<file path="src/hw/micro_pkg.sv">
package micro_pkg;

    localparam int REG_ADDR_W = 5;                  // Register index width
    localparam int WB_ADR_W   = 6;

    typedef logic [31:0]           word_t;
    typedef logic [REG_ADDR_W-1:0] reg_idx_t;
    typedef logic [5:0]            uaddr_t;
    typedef logic [3:0]            alu_op_t;
    typedef logic [WB_ADR_W-1:0]   wb_adr_t;

    localparam alu_op_t ALU_ADD   = 4'd0;
    localparam alu_op_t ALU_SUB   = 4'd1;
    localparam alu_op_t ALU_AND   = 4'd2;
    localparam alu_op_t ALU_OR    = 4'd3;
    localparam alu_op_t ALU_XOR   = 4'd4;
    localparam alu_op_t ALU_SLL   = 4'd5;
    localparam alu_op_t ALU_SRL   = 4'd6;
    localparam alu_op_t ALU_SRA   = 4'd7;
    localparam alu_op_t ALU_SLT   = 4'd8;
    localparam alu_op_t ALU_SLTU  = 4'd9;
    localparam alu_op_t ALU_MUL   = 4'd10;
    localparam alu_op_t ALU_PASSB = 4'd11;          // y = b, used by LUI

    localparam uaddr_t UA_RESERVED = 6'd0;          // All-zero opcode
    localparam uaddr_t UA_ADD      = 6'd1;
    localparam uaddr_t UA_SUB      = 6'd2;
    localparam uaddr_t UA_AND      = 6'd3;
    localparam uaddr_t UA_OR       = 6'd4;
    localparam uaddr_t UA_XOR      = 6'd5;
    localparam uaddr_t UA_SLL      = 6'd6;
    localparam uaddr_t UA_SRL      = 6'd7;
    localparam uaddr_t UA_SRA      = 6'd8;
    localparam uaddr_t UA_SLT      = 6'd9;
    localparam uaddr_t UA_SLTU     = 6'd10;
    localparam uaddr_t UA_LOAD     = 6'd11;
    localparam uaddr_t UA_STORE    = 6'd12;
    localparam uaddr_t UA_BRANCH   = 6'd13;
    localparam uaddr_t UA_ADDI     = 6'd14;
    localparam uaddr_t UA_SLTI     = 6'd15;
    localparam uaddr_t UA_SLTIU    = 6'd16;
    localparam uaddr_t UA_XORI     = 6'd17;
    localparam uaddr_t UA_ORI      = 6'd18;
    localparam uaddr_t UA_ANDI     = 6'd19;
    localparam uaddr_t UA_SLLI     = 6'd20;
    localparam uaddr_t UA_SRLI     = 6'd21;
    localparam uaddr_t UA_SRAI     = 6'd22;
    localparam uaddr_t UA_LUI      = 6'd23;
    localparam uaddr_t UA_AUIPC    = 6'd24;
    localparam uaddr_t UA_JAL      = 6'd25;
    localparam uaddr_t UA_JALR     = 6'd26;
    localparam uaddr_t UA_MUL      = 6'd27;
    localparam uaddr_t UA_XOR_M    = 6'd28;         // XOR with funct7 = 1
    localparam uaddr_t UA_OR_M     = 6'd29;         // OR with funct7 = 1
    localparam uaddr_t UA_ILLEGAL  = 6'd63;

    localparam wb_adr_t WB_ADR_INSN     = 6'd0;     // Write issues an instruction
    localparam wb_adr_t WB_ADR_STATUS   = 6'd1;     // Bit 0 is the illegal flag
    localparam wb_adr_t WB_ADR_REG_BASE = 6'd32;    // 32 + n reads xn

    typedef enum logic [2:0] {
        IDLE,
        DECODE,
        EXECUTE,
        WRITEBACK,
        ACK
    } seq_state_e;

endpackage

</file>
<file path="src/hw/address_mapper.sv">
module address_mapper import micro_pkg::*; (
    input  logic [6:0] opcode,
    input  logic [2:0] funct3,
    input  logic [6:0] funct7,
    output uaddr_t     mapped_address
);

    localparam logic [6:0] OP_ZERO   = 7'b0000000;
    localparam logic [6:0] OP_R      = 7'b0110011;
    localparam logic [6:0] OP_LOAD   = 7'b0000011;
    localparam logic [6:0] OP_STORE  = 7'b0100011;
    localparam logic [6:0] OP_BRANCH = 7'b1100011;
    localparam logic [6:0] OP_I      = 7'b0010011;
    localparam logic [6:0] OP_LUI    = 7'b0110111;
    localparam logic [6:0] OP_AUIPC  = 7'b0010111;
    localparam logic [6:0] OP_JAL    = 7'b1101111;
    localparam logic [6:0] OP_JALR   = 7'b1100111;

    localparam logic [6:0] F7_BASE = 7'b0000000;
    localparam logic [6:0] F7_ALT  = 7'b0100000;    // SUB, SRA, SRAI
    localparam logic [6:0] F7_MUL  = 7'b0000001;

    always_comb begin
        mapped_address = UA_ILLEGAL;
        case (opcode)
            OP_ZERO: mapped_address = UA_RESERVED;
            OP_R: begin
                case (funct3)
                    3'b000: begin
                        if (funct7 == F7_BASE)
                            mapped_address = UA_ADD;
                        else if (funct7 == F7_ALT)
                            mapped_address = UA_SUB;
                        else if (funct7 == F7_MUL)
                            mapped_address = UA_MUL;
                    end
                    3'b111: mapped_address = UA_AND;    // funct7 not checked
                    3'b110: mapped_address = (funct7 == F7_MUL) ? UA_OR_M : UA_OR;
                    3'b100: mapped_address = (funct7 == F7_MUL) ? UA_XOR_M : UA_XOR;
                    3'b001: mapped_address = UA_SLL;
                    3'b101: begin
                        if (funct7 == F7_BASE)
                            mapped_address = UA_SRL;
                        else if (funct7 == F7_ALT)
                            mapped_address = UA_SRA;
                    end
                    3'b010: mapped_address = UA_SLT;
                    3'b011: mapped_address = UA_SLTU;
                    default: mapped_address = UA_ILLEGAL;
                endcase
            end
            OP_LOAD:   mapped_address = UA_LOAD;
            OP_STORE:  mapped_address = UA_STORE;
            OP_BRANCH: mapped_address = UA_BRANCH;   // All six branch forms
            OP_I: begin
                case (funct3)
                    3'b000: mapped_address = UA_ADDI;
                    3'b010: mapped_address = UA_SLTI;
                    3'b011: mapped_address = UA_SLTIU;
                    3'b100: mapped_address = UA_XORI;
                    3'b110: mapped_address = UA_ORI;
                    3'b111: mapped_address = UA_ANDI;
                    3'b001: mapped_address = UA_SLLI;
                    3'b101: begin
                        if (funct7 == F7_BASE)
                            mapped_address = UA_SRLI;
                        else if (funct7 == F7_ALT)
                            mapped_address = UA_SRAI;
                    end
                    default: mapped_address = UA_ILLEGAL;
                endcase
            end
            OP_LUI:   mapped_address = UA_LUI;
            OP_AUIPC: mapped_address = UA_AUIPC;
            OP_JAL:   mapped_address = UA_JAL;
            OP_JALR:  mapped_address = UA_JALR;
            default:  mapped_address = UA_ILLEGAL;
        endcase
    end

endmodule

</file>
<file path="src/hw/control_store.sv">
module control_store import micro_pkg::*; (
    input  logic    clk,
    input  logic    reset,
    input  logic    load,
    input  uaddr_t  uaddr,
    output alu_op_t alu_op,
    output logic    use_imm,
    output logic    reg_write,
    output logic    illegal
);

    // Control word layout is {alu_op, use_imm, reg_write, illegal}
    logic [6:0] next_cw;

    function automatic logic [6:0] legal(alu_op_t op, logic imm);
        return {op, imm, 1'b1, 1'b0};
    endfunction

    always_comb begin
        case (uaddr)
            UA_ADD:   next_cw = legal(ALU_ADD, 1'b0);
            UA_SUB:   next_cw = legal(ALU_SUB, 1'b0);
            UA_AND:   next_cw = legal(ALU_AND, 1'b0);
            UA_OR:    next_cw = legal(ALU_OR, 1'b0);
            UA_XOR:   next_cw = legal(ALU_XOR, 1'b0);
            UA_SLL:   next_cw = legal(ALU_SLL, 1'b0);
            UA_SRL:   next_cw = legal(ALU_SRL, 1'b0);
            UA_SRA:   next_cw = legal(ALU_SRA, 1'b0);
            UA_SLT:   next_cw = legal(ALU_SLT, 1'b0);
            UA_SLTU:  next_cw = legal(ALU_SLTU, 1'b0);
            UA_MUL:   next_cw = legal(ALU_MUL, 1'b0);
            UA_ADDI:  next_cw = legal(ALU_ADD, 1'b1);
            UA_SLTI:  next_cw = legal(ALU_SLT, 1'b1);
            UA_SLTIU: next_cw = legal(ALU_SLTU, 1'b1);
            UA_XORI:  next_cw = legal(ALU_XOR, 1'b1);
            UA_ORI:   next_cw = legal(ALU_OR, 1'b1);
            UA_ANDI:  next_cw = legal(ALU_AND, 1'b1);
            UA_SLLI:  next_cw = legal(ALU_SLL, 1'b1);
            UA_SRLI:  next_cw = legal(ALU_SRL, 1'b1);
            UA_SRAI:  next_cw = legal(ALU_SRA, 1'b1);
            UA_LUI:   next_cw = legal(ALU_PASSB, 1'b1);     // Upper immediate straight through
            default:  next_cw = {ALU_ADD, 1'b0, 1'b0, 1'b1}; // Decoded only, flag it
        endcase
    end

    always_ff @(posedge clk) begin
        if (reset) begin
            alu_op    <= ALU_ADD;
            use_imm   <= 1'b0;
            reg_write <= 1'b0;
            illegal   <= 1'b0;
        end else if (load) begin
            {alu_op, use_imm, reg_write, illegal} <= next_cw;
        end
    end

endmodule

</file>
<file path="src/hw/alu.sv">
module alu import micro_pkg::*; (
    input  alu_op_t op,
    input  word_t   a,
    input  word_t   b,
    output word_t   y
);

    logic [4:0] shamt;

    assign shamt = b[4:0];      // RV32I uses only five shift bits

    always_comb begin
        case (op)
            ALU_ADD: begin
                y = a + b;
            end
            ALU_SUB: begin
                y = a - b;
            end
            ALU_AND: begin
                y = a & b;
            end
            ALU_OR: begin
                y = a | b;
            end
            ALU_XOR: begin
                y = a ^ b;
            end
            ALU_SLL: begin
                y = a << shamt;
            end
            ALU_SRL: begin
                y = a >> shamt;
            end
            ALU_SRA: begin
                y = word_t'($signed(a) >>> shamt);
            end
            ALU_SLT: begin
                y = {31'b0, $signed(a) < $signed(b)};
            end
            ALU_SLTU: begin
                y = {31'b0, a < b};
            end
            ALU_MUL: begin
                y = a * b;          // Low half of the product
            end
            ALU_PASSB: begin
                y = b;
            end
            default: begin
                y = '0;
            end
        endcase
    end

endmodule

</file>
<file path="src/hw/register_file.sv">
module register_file import micro_pkg::*; (
    input  logic     clk,
    input  logic     reset,
    input  reg_idx_t rs1,
    input  reg_idx_t rs2,
    input  reg_idx_t rd,
    input  logic     we,
    input  word_t    wd,
    output word_t    rd1,
    output word_t    rd2,
    input  reg_idx_t rdbg,
    output word_t    rdbg_data
);

    word_t regs [2**REG_ADDR_W];

    always_ff @(posedge clk) begin
        if (reset) begin
            for (int i = 0; i < 2**REG_ADDR_W; i++) begin
                regs[i] <= '0;
            end
        end else if (we && rd != '0) begin   // x0 stays zero
            regs[rd] <= wd;
        end
    end

    // Combinational reads, debug port serves the host
    assign rd1       = regs[rs1];
    assign rd2       = regs[rs2];
    assign rdbg_data = regs[rdbg];

endmodule

</file>
<file path="src/hw/micro_sequencer.sv">
module micro_sequencer import micro_pkg::*; (
    input  logic       clk,
    input  logic       reset,
    input  logic       cyc,
    input  logic       stb,
    input  logic       we,
    input  wb_adr_t    adr,
    input  word_t      dat_w,
    input  word_t      alu_y,
    input  logic       reg_write,
    input  logic       illegal,
    input  word_t      rdbg_data,
    output logic       ack,
    output word_t      dat_r,
    output logic [6:0] opcode,
    output logic [2:0] funct3,
    output logic [6:0] funct7,
    output reg_idx_t   rs1,
    output reg_idx_t   rs2,
    output reg_idx_t   rd,
    output word_t      imm,
    output logic       cs_load,
    output logic       rf_we,
    output word_t      wb_data,
    output reg_idx_t   rdbg
);

    localparam logic [6:0] OP_LUI   = 7'b0110111;
    localparam logic [6:0] OP_AUIPC = 7'b0010111;

    seq_state_e state;
    word_t      ir;             // Instruction register
    wb_adr_t    req_adr;
    logic       req_we;
    logic       is_insn;
    logic       illegal_flag;   // Sticky until a status write

    assign is_insn = req_we && (req_adr == WB_ADR_INSN);

    always_ff @(posedge clk) begin
        if (state == IDLE && cyc && stb) begin
            req_adr <= adr;
            req_we  <= we;
            if (we && adr == WB_ADR_INSN)
                ir <= dat_w;
        end
    end

    always_ff @(posedge clk) begin
        if (reset) begin
            state <= IDLE;
        end else begin
            case (state)
                IDLE:      state <= (cyc && stb) ? DECODE : IDLE;
                DECODE:    state <= is_insn ? EXECUTE : ACK;    // Host access skips execute
                EXECUTE:   state <= WRITEBACK;
                WRITEBACK: state <= ACK;
                default:   state <= IDLE;
            endcase
        end
    end

    always_ff @(posedge clk) begin
        if (reset)
            illegal_flag <= 1'b0;
        else if (state == WRITEBACK && illegal)
            illegal_flag <= 1'b1;
        else if (state == DECODE && req_we && req_adr == WB_ADR_STATUS)
            illegal_flag <= 1'b0;
    end

    // Instruction fields
    assign opcode = ir[6:0];
    assign rd     = ir[11:7];
    assign funct3 = ir[14:12];
    assign rs1    = ir[19:15];
    assign rs2    = ir[24:20];
    assign funct7 = ir[31:25];
    assign imm    = (opcode == OP_LUI || opcode == OP_AUIPC) ? {ir[31:12], 12'b0}
                                                             : {{20{ir[31]}}, ir[31:20]};

    assign cs_load = (state == DECODE) && is_insn;
    assign rf_we   = (state == WRITEBACK) && reg_write;
    assign wb_data = alu_y;
    assign ack     = (state == ACK);
    assign rdbg    = req_adr[REG_ADDR_W-1:0];

    always_comb begin
        if (req_adr >= WB_ADR_REG_BASE)
            dat_r = rdbg_data;
        else if (req_adr == WB_ADR_STATUS)
            dat_r = {31'b0, illegal_flag};
        else if (req_adr == WB_ADR_INSN)
            dat_r = ir;                             // Last issued instruction
        else
            dat_r = '0;
    end

endmodule

</file>
<file path="src/hw/micro_core.sv">
module micro_core import micro_pkg::*; (
    input  logic    clk,
    input  logic    reset,
    input  logic    cyc,
    input  logic    stb,
    input  logic    we,
    input  wb_adr_t adr,
    input  word_t   dat_w,
    output word_t   dat_r,
    output logic    ack
);

    logic [6:0] opcode;
    logic [2:0] funct3;
    logic [6:0] funct7;
    reg_idx_t   rs1;
    reg_idx_t   rs2;
    reg_idx_t   rd;
    reg_idx_t   rdbg;
    word_t      imm;
    word_t      rd1;
    word_t      rd2;
    word_t      alu_y;
    word_t      wb_data;
    word_t      rdbg_data;
    uaddr_t     mapped_address;
    alu_op_t    alu_op;
    logic       use_imm;
    logic       reg_write;
    logic       illegal;
    logic       cs_load;
    logic       rf_we;

    micro_sequencer u_micro_sequencer (
        .clk       (clk),
        .reset     (reset),
        .cyc       (cyc),
        .stb       (stb),
        .we        (we),
        .adr       (adr),
        .dat_w     (dat_w),
        .alu_y     (alu_y),
        .reg_write (reg_write),
        .illegal   (illegal),
        .rdbg_data (rdbg_data),
        .ack       (ack),
        .dat_r     (dat_r),
        .opcode    (opcode),
        .funct3    (funct3),
        .funct7    (funct7),
        .rs1       (rs1),
        .rs2       (rs2),
        .rd        (rd),
        .imm       (imm),
        .cs_load   (cs_load),
        .rf_we     (rf_we),
        .wb_data   (wb_data),
        .rdbg      (rdbg)
    );

    address_mapper u_address_mapper (
        .opcode         (opcode),
        .funct3         (funct3),
        .funct7         (funct7),
        .mapped_address (mapped_address)
    );

    control_store u_control_store (
        .clk       (clk),
        .reset     (reset),
        .load      (cs_load),
        .uaddr     (mapped_address),
        .alu_op    (alu_op),
        .use_imm   (use_imm),
        .reg_write (reg_write),
        .illegal   (illegal)
    );

    alu u_alu (
        .op (alu_op),
        .a  (rd1),
        .b  (use_imm ? imm : rd2),  // Operand b source select
        .y  (alu_y)
    );

    register_file u_register_file (
        .clk       (clk),
        .reset     (reset),
        .rs1       (rs1),
        .rs2       (rs2),
        .rd        (rd),
        .we        (rf_we),
        .wd        (wb_data),
        .rd1       (rd1),
        .rd2       (rd2),
        .rdbg      (rdbg),
        .rdbg_data (rdbg_data)
    );

endmodule

</file>
<file path="config.mk">
export PLATFORM = sky130hd
export DESIGN_NAME = micro_core
export DESIGN_NICKNAME = d
export VERILOG_FILES = /design/src/hw/micro_pkg.sv /design/src/hw/address_mapper.sv /design/src/hw/control_store.sv /design/src/hw/alu.sv /design/src/hw/register_file.sv /design/src/hw/micro_sequencer.sv /design/src/hw/micro_core.sv
export SDC_FILE = /design/constraint.sdc
export NUM_CORES = 2
export LEC_CHECK = 0
export BUFFER_PORTS_ARGS = -buffer_cell sky130_fd_sc_hd__buf_2
export CORE_MARGIN = 3
export CORE_UTILIZATION = 55
export CTS_CLUSTER_SIZE = 28
export DETAILED_ROUTE_END_ITERATION = 7
export PLACE_DENSITY = 0.72
export SLEW_MARGIN = 20
export SYNTH_ARGS = -nofsm -noshare
export SYNTH_HDL_FRONTEND = slang
export SYNTH_SLANG_ARGS = --single-unit
</file>
<file path="constraint.sdc">
create_clock -name clk -period 12 [get_ports clk]
set_clock_uncertainty 0.05 [all_clocks]
set_input_delay 1.2 -clock clk [delete_from_list [all_inputs] [get_ports clk]]
set_output_delay 1.2 -clock clk [all_outputs]
set_load 0.01 [all_outputs]
</file>
# ---- Word level (Yosys, flattened, before mapping)
# Memories as Yosys holds them, arrays and structs flattened. A register that Yosys moved wholly into a read port is not among the register bits.
# Cells that the tools add are included.
dict set report word_totals {
  latch_bits 0
  reg_bits 50
  mem_bits_rw 1024
  mem_bits_ro 224
  elab_cells 115
  mem_count 2
  out_inout_bits 33
}
# name words width rd rd_clocked_by_memory_dff write_ports line_no
set memory_table {}
lappend memory_table {u_register_file.regs 32 32 3 3 32 register_file.sv:15} ;# word_t regs [2**REG_ADDR_W];
lappend memory_table {{(no name shown)} 32 7 1 0 0 control_store.sv:20} ;# case (uaddr)
dict set report op_classes {
  add_sub_neg 2
  n_mul 1
  n_eq_ne 34
  shifts 3
  mux 35
  reduce_logical 23
  order_cmp 3
  div_mod_pow 0
  bitwise_logic 3
}
# cell n
set op_table {}
lappend op_table {{one-hot mux 32 bit (12 select lines)} 1}
lappend op_table {{2-to-1 mux 32 bit} 5}
lappend op_table {{one-hot mux 6 bit (8 select lines)} 2}
lappend op_table {{< comparator 32 bit} 2}
lappend op_table {{one-hot mux 6 bit (10 select lines)} 1}
lappend op_table {{2-to-1 mux 6 bit} 7}
lappend op_table {{adder 32 bit} 1}
lappend op_table {{bitwise AND 32 bit} 1}
lappend op_table {{multiplier 32 x 32 -> 32 bit} 1}
lappend op_table {{bitwise OR 32 bit} 1}
lappend op_table {{OR reduction 32 bit} 1}
lappend op_table {{<< shifter 32 x 5 -> 32 bit} 1}
lappend op_table {{right shift 32 x 5 -> 32 bit} 1}
lappend op_table {{>>> shifter 32 x 5 -> 32 bit} 1}
lappend op_table {{subtractor 32 bit} 1}
lappend op_table {{XOR 32 bit} 1}
lappend op_table {{2-to-1 mux 31 bit} 1}
lappend op_table {{2-to-1 mux 5 bit} 6}
lappend op_table {{equality test 7 x 6 -> 1 bit (second input constant)} 4}
lappend op_table {{equality test 7 bit (second input constant)} 3}
lappend op_table {{equality test 4 x 3 -> 1 bit (second input constant)} 4}
lappend op_table {{equality test 4 bit (second input constant)} 4}
lappend op_table {{equality test 3 bit (second input constant)} 5}
lappend op_table {{equality test 7 x 5 -> 1 bit (second input constant)} 2}
lappend op_table {{other kinds (21)} 47}

# ---- Longest topological paths before layout
dict set report logic_depth {
  ltp_word 8
  mapped_depth 44
  ltp_nobuf 35
}

# ---- Cells and area by module
# A second synthesis with hierarchy kept.
dict set report unflattened {
  hier_cells 9217
  hier_area_um2 92356.1
}
# module seq_area_each_um2 cells_each area_each_um2 n_inst
set modules_own_cells {}
lappend modules_own_cells {register_file 30749.5 5763 64682.0 1}
lappend modules_own_cells {alu 0.0 3062 23502.5 1}
lappend modules_own_cells {micro_sequencer 1251.2 185 2348.5 1}
lappend modules_own_cells {address_mapper 0.0 101 673.1 1}
lappend modules_own_cells {control_store 140.1 70 605.6 1}
lappend modules_own_cells {micro_core 0.0 36 544.3 1}

# ---- Worst setup path after synthesis
# Ideal clock, no wire load.
dict set report synth_timing {
  kind {register to register}
  start {register with a tool-made name}
  end {memory u_register_file.regs[5][27] (netlist bit), data pin}
  path_buffers 9
  setup_slack_ns 1.738
  arrival_time_ns 9.945
  setup_ns 0.267
  path_stages_with_launch 41
  t_required_ns 11.683
  path_cell_list {dfxtp_1 buf_6 buf_6 buf_4 mux4_2 mux4_2 o21a_1 a31oi_1 clkbuf_1 buf_1 clkbuf_1 buf_1 nor2_1 fa_1 inv_1 fa_1 fa_1 fa_1 (+5 left out) fa_1 fa_1 ha_1 a21o_1 a21o_1 a21oi_1 o21ai_0 a21oi_1 inv_1 a21oi_1 nand2_1 a21oi_1 xnor2_1 a221oi_1 and3_1 clkbuf_1 clkbuf_1 nor2_1}
}
# element line_no
set synth_lines {}
lappend synth_lines {{end: declaration} register_file.sv:15}

==> metrics.txt <==
crit end category=register; top cells by area, synth=edfxtp_1, mux4_2, fa_1; Starting DRT DRC Count=12600; nets@finish=7933; Slowest-stage cell, CP=a221oi_1; Cells after Synth=7337; cell taking the most area after synthesis=edfxtp_1; worst setup margin=167 ps; sw frac=37.8%; Mapped Area=87500 µm²; Sw Pwr=5230 µW; post_cts resized=0; Power Dens Cells=146 nW/µm²; row count=145; chip width=405 µm; Die Y=405 µm; Setup Buffers After CTS=0; clk root buf=clkbuf_16; GRT Overall Usage=46.8%; maximum buffer depth of the clock tree=3; Final setup viols=0; Most common cell on crit path=fa_1; Post-synth EDFFs=1063; I/O pins=76; Setup Crit Path Kind=register to register; first-pass GRT wire length=532000 µm; CTS buffer count=109; required time of the critical path=12410 ps; clk slew on worst S/H paths=70 ps; clock power share=26.7%; Rel. slew slack=15.0%; final setup TNS=0 ps; commonest non-fill, non-tap cells in the layout=nor2_1, edfxtp_1, mux4_2; Post-Place Cells=9200; Period minus WS final=11830 ps; Most used DFF post-synth=edfxtp_1; Routed Antenna Nets=0; Worst setup SP type=register; status=complete, but fails checks; Synth Area per Inst=11.9 µm²; max cap viols=0; Worst-Skew Late Latency=780 ps; CTS tree=built; initial core utilization=55.7%; core footprint=157000 µm²; RSZ-0062 raised after global routing=no; P_leak=0.0364 µW; layout cell share with drive strength beyond 1=23.2%; Synth top area share=36.5%; CTS Sinks=1089; IO Port Bufs=75; initial antenna violation count=23; vias per cell=7.56; DP HPWL=250000 µm; First-pass DRT Iterations=8; register bit total from synthesis=1089; Hold Crit Class=register to register; sequential area share after synthesis=37.1%; area of the die=164000 µm²; sequential share of power=32.0%; CP max FO=31; pre-CTS WS=668 ps; grt total ovfl=0; worst-margin pin slew=1280 ps; Final Core Density=60.4%; Async S/R FF share, synth=0%; largest net degree at the start of global routing=115; Yosys cell types=103; Gate power share=41.4%; final non-filler cell total=9426; Worst Path Arrival=12240 ps; CP max stage delay=910 ps; cts hold-fix bufs=0; Final Max Tran Viols=0; H-tree depth=3; DRC viols=3; drt wl/cell=40.8 µm; Fin. Hold Viols=0; area delta synth->final=8.30%; final wirelength=384000 µm; final worst path period share=98.6%; via count=71300; vias in the first global route=70900; gpl congestion=1.10; violated checks=design-rule violations; fmax=84.5 MHz; VDD IR-drop max=0.325 mV; Internal=8610 µW; most common cell after layout, fill and taps aside=nor2_1; Filler cells=12300; Syn. warnings=0
[cell families after synthesis]
logic type                 count (synthesis)  share of synthesized area (%)
buffers and inverters                   1171                           5.81
adders and majority gates                635                           12.6
xor gates and xnor gates                 113                           1.18
muxes                                   1254                           26.4
DFF                                     1089                           37.1
and+or+nand+nor                         2267                           10.6
other                                      1                        0.00428
AOI/OAI and AO/OA                        807                           6.38
[path summary, 6_finish.rpt]
check	end	from	cells after the start	slack (ps)
setup / recovery	u_register_file.regs[5][28]$_SDFFCE_PN0P_	register	30	170
hold / removal	u_micro_sequencer.state[2]$_SDFF_PP0_	u_micro_sequencer.req_we$_DFFE_PP_	1	400
setup reg to reg	u_register_file.regs[5][28]$_SDFFCE_PN0P_	register	30	170
hold reg to reg	u_micro_sequencer.state[2]$_SDFF_PP0_	u_micro_sequencer.req_we$_DFFE_PP_	1	400
[cell usage after synthesis, types with 10 or more instances]
cell         n
nor2_1    1472
edfxtp_1  1063
mux4_2     836
inv_1      502
nand2_1    502
fa_1       410
mux2i_1    340
clkbuf_1   336
ha_1       225
a21oi_1    179
buf_2      163
o21ai_0    138
xnor2_1     93
a22oi_1     77
mux2_2      73
buf_1       71
nand2b_1    53
nor3_1      44
buf_4       42
a22o_1      41
buf_6       40
a211oi_1    36
nand3_1     32
a221oi_1    31
o221ai_1    30
o22ai_1     30
a31oi_1     29
nor2b_1     29
o211ai_1    27
dfxtp_1     26
o21bai_1    26
a21o_1      25
nor2_2      21
and2_1      20
o21a_1      18
xor2_1      17
and3_1      14
or3_1       14
nand4_1     12
nor4_1      12
a221o_1     10
nor3b_1     10
[per-stage QoR]
step	hold WS, ps	area (µm²)	power (µW)
after floorplan	372	87700	8020
after global routing	440	94800	14300
final	399	94800	13800
after CTS	407	94700	13600
after global placement	390	91000	9950
after detailed placement	398	91000	9990
[layer usage]
metal | up-vias | GRT usage [%] | wire, µm
li1 | 26600 | - | -
met1 | 34800 | 52.6 | 113000
met2 | 7527 | 66.5 | 161000
met3 | 2368 | 21.2 | 64600
met4 | 32 | 42.9 | 44900
met5 | - | 1.52 | 554
[power by group through the flow]
| stage | logic [µW] | clock network [µW] | registers (µW) |
|---|---|---|---|
| finish | 5720 | 3690 | 4420 |
| global route | 6080 | 3820 | 4430 |
| CTS | 5550 | 3660 | 4410 |
| detailed placement | 5500 | 0 | 4490 |
| global placement | 5470 | 0 | 4470 |
| floorplan | 3590 | 0 | 4430 |
[flip-flops by register name, summed over array words and instances, names as in the netlist, named ones only]
| register | cells |
|---|---|
| u_control_store.use_imm | 1 |
| u_control_store.reg_write | 1 |
| u_micro_sequencer.state | 3 |
| u_micro_sequencer.req_adr | 6 |
| u_micro_sequencer.req_we | 1 |
| u_control_store.alu_op | 4 |
| u_micro_sequencer.illegal_flag | 1 |
| u_micro_sequencer.ir | 32 |
| u_control_store.illegal | 1 |
| u_register_file.regs | 1024 |
[critical path, delay by kind of cell, from the launching register on]
kind / cells / cell delay [ps]
compound gates: 7 / 3150
fa+ha+maj: 9 / 4270
buf+inv: 7 / 1790
flops: 1 / 600
mux: 2 / 890
simple gates: 5 / 690
[area by class of cell]
class	count	area [µm²]	area share [%]
Multi-Input combinational cell	5108	50700	53.5
Antenna cell	19	47.5	0.0501
Inverter	517	1940	2.05
Timing Repair Buffer	430	3270	3.45
Clock buffer	127	2840	2.99
Sequential cell	1089	32500	34.3
Tap cell	2058	2570	2.72
Clock inverter	78	943	0.995
No activity file was read; power rests on OpenSTA's default activity.
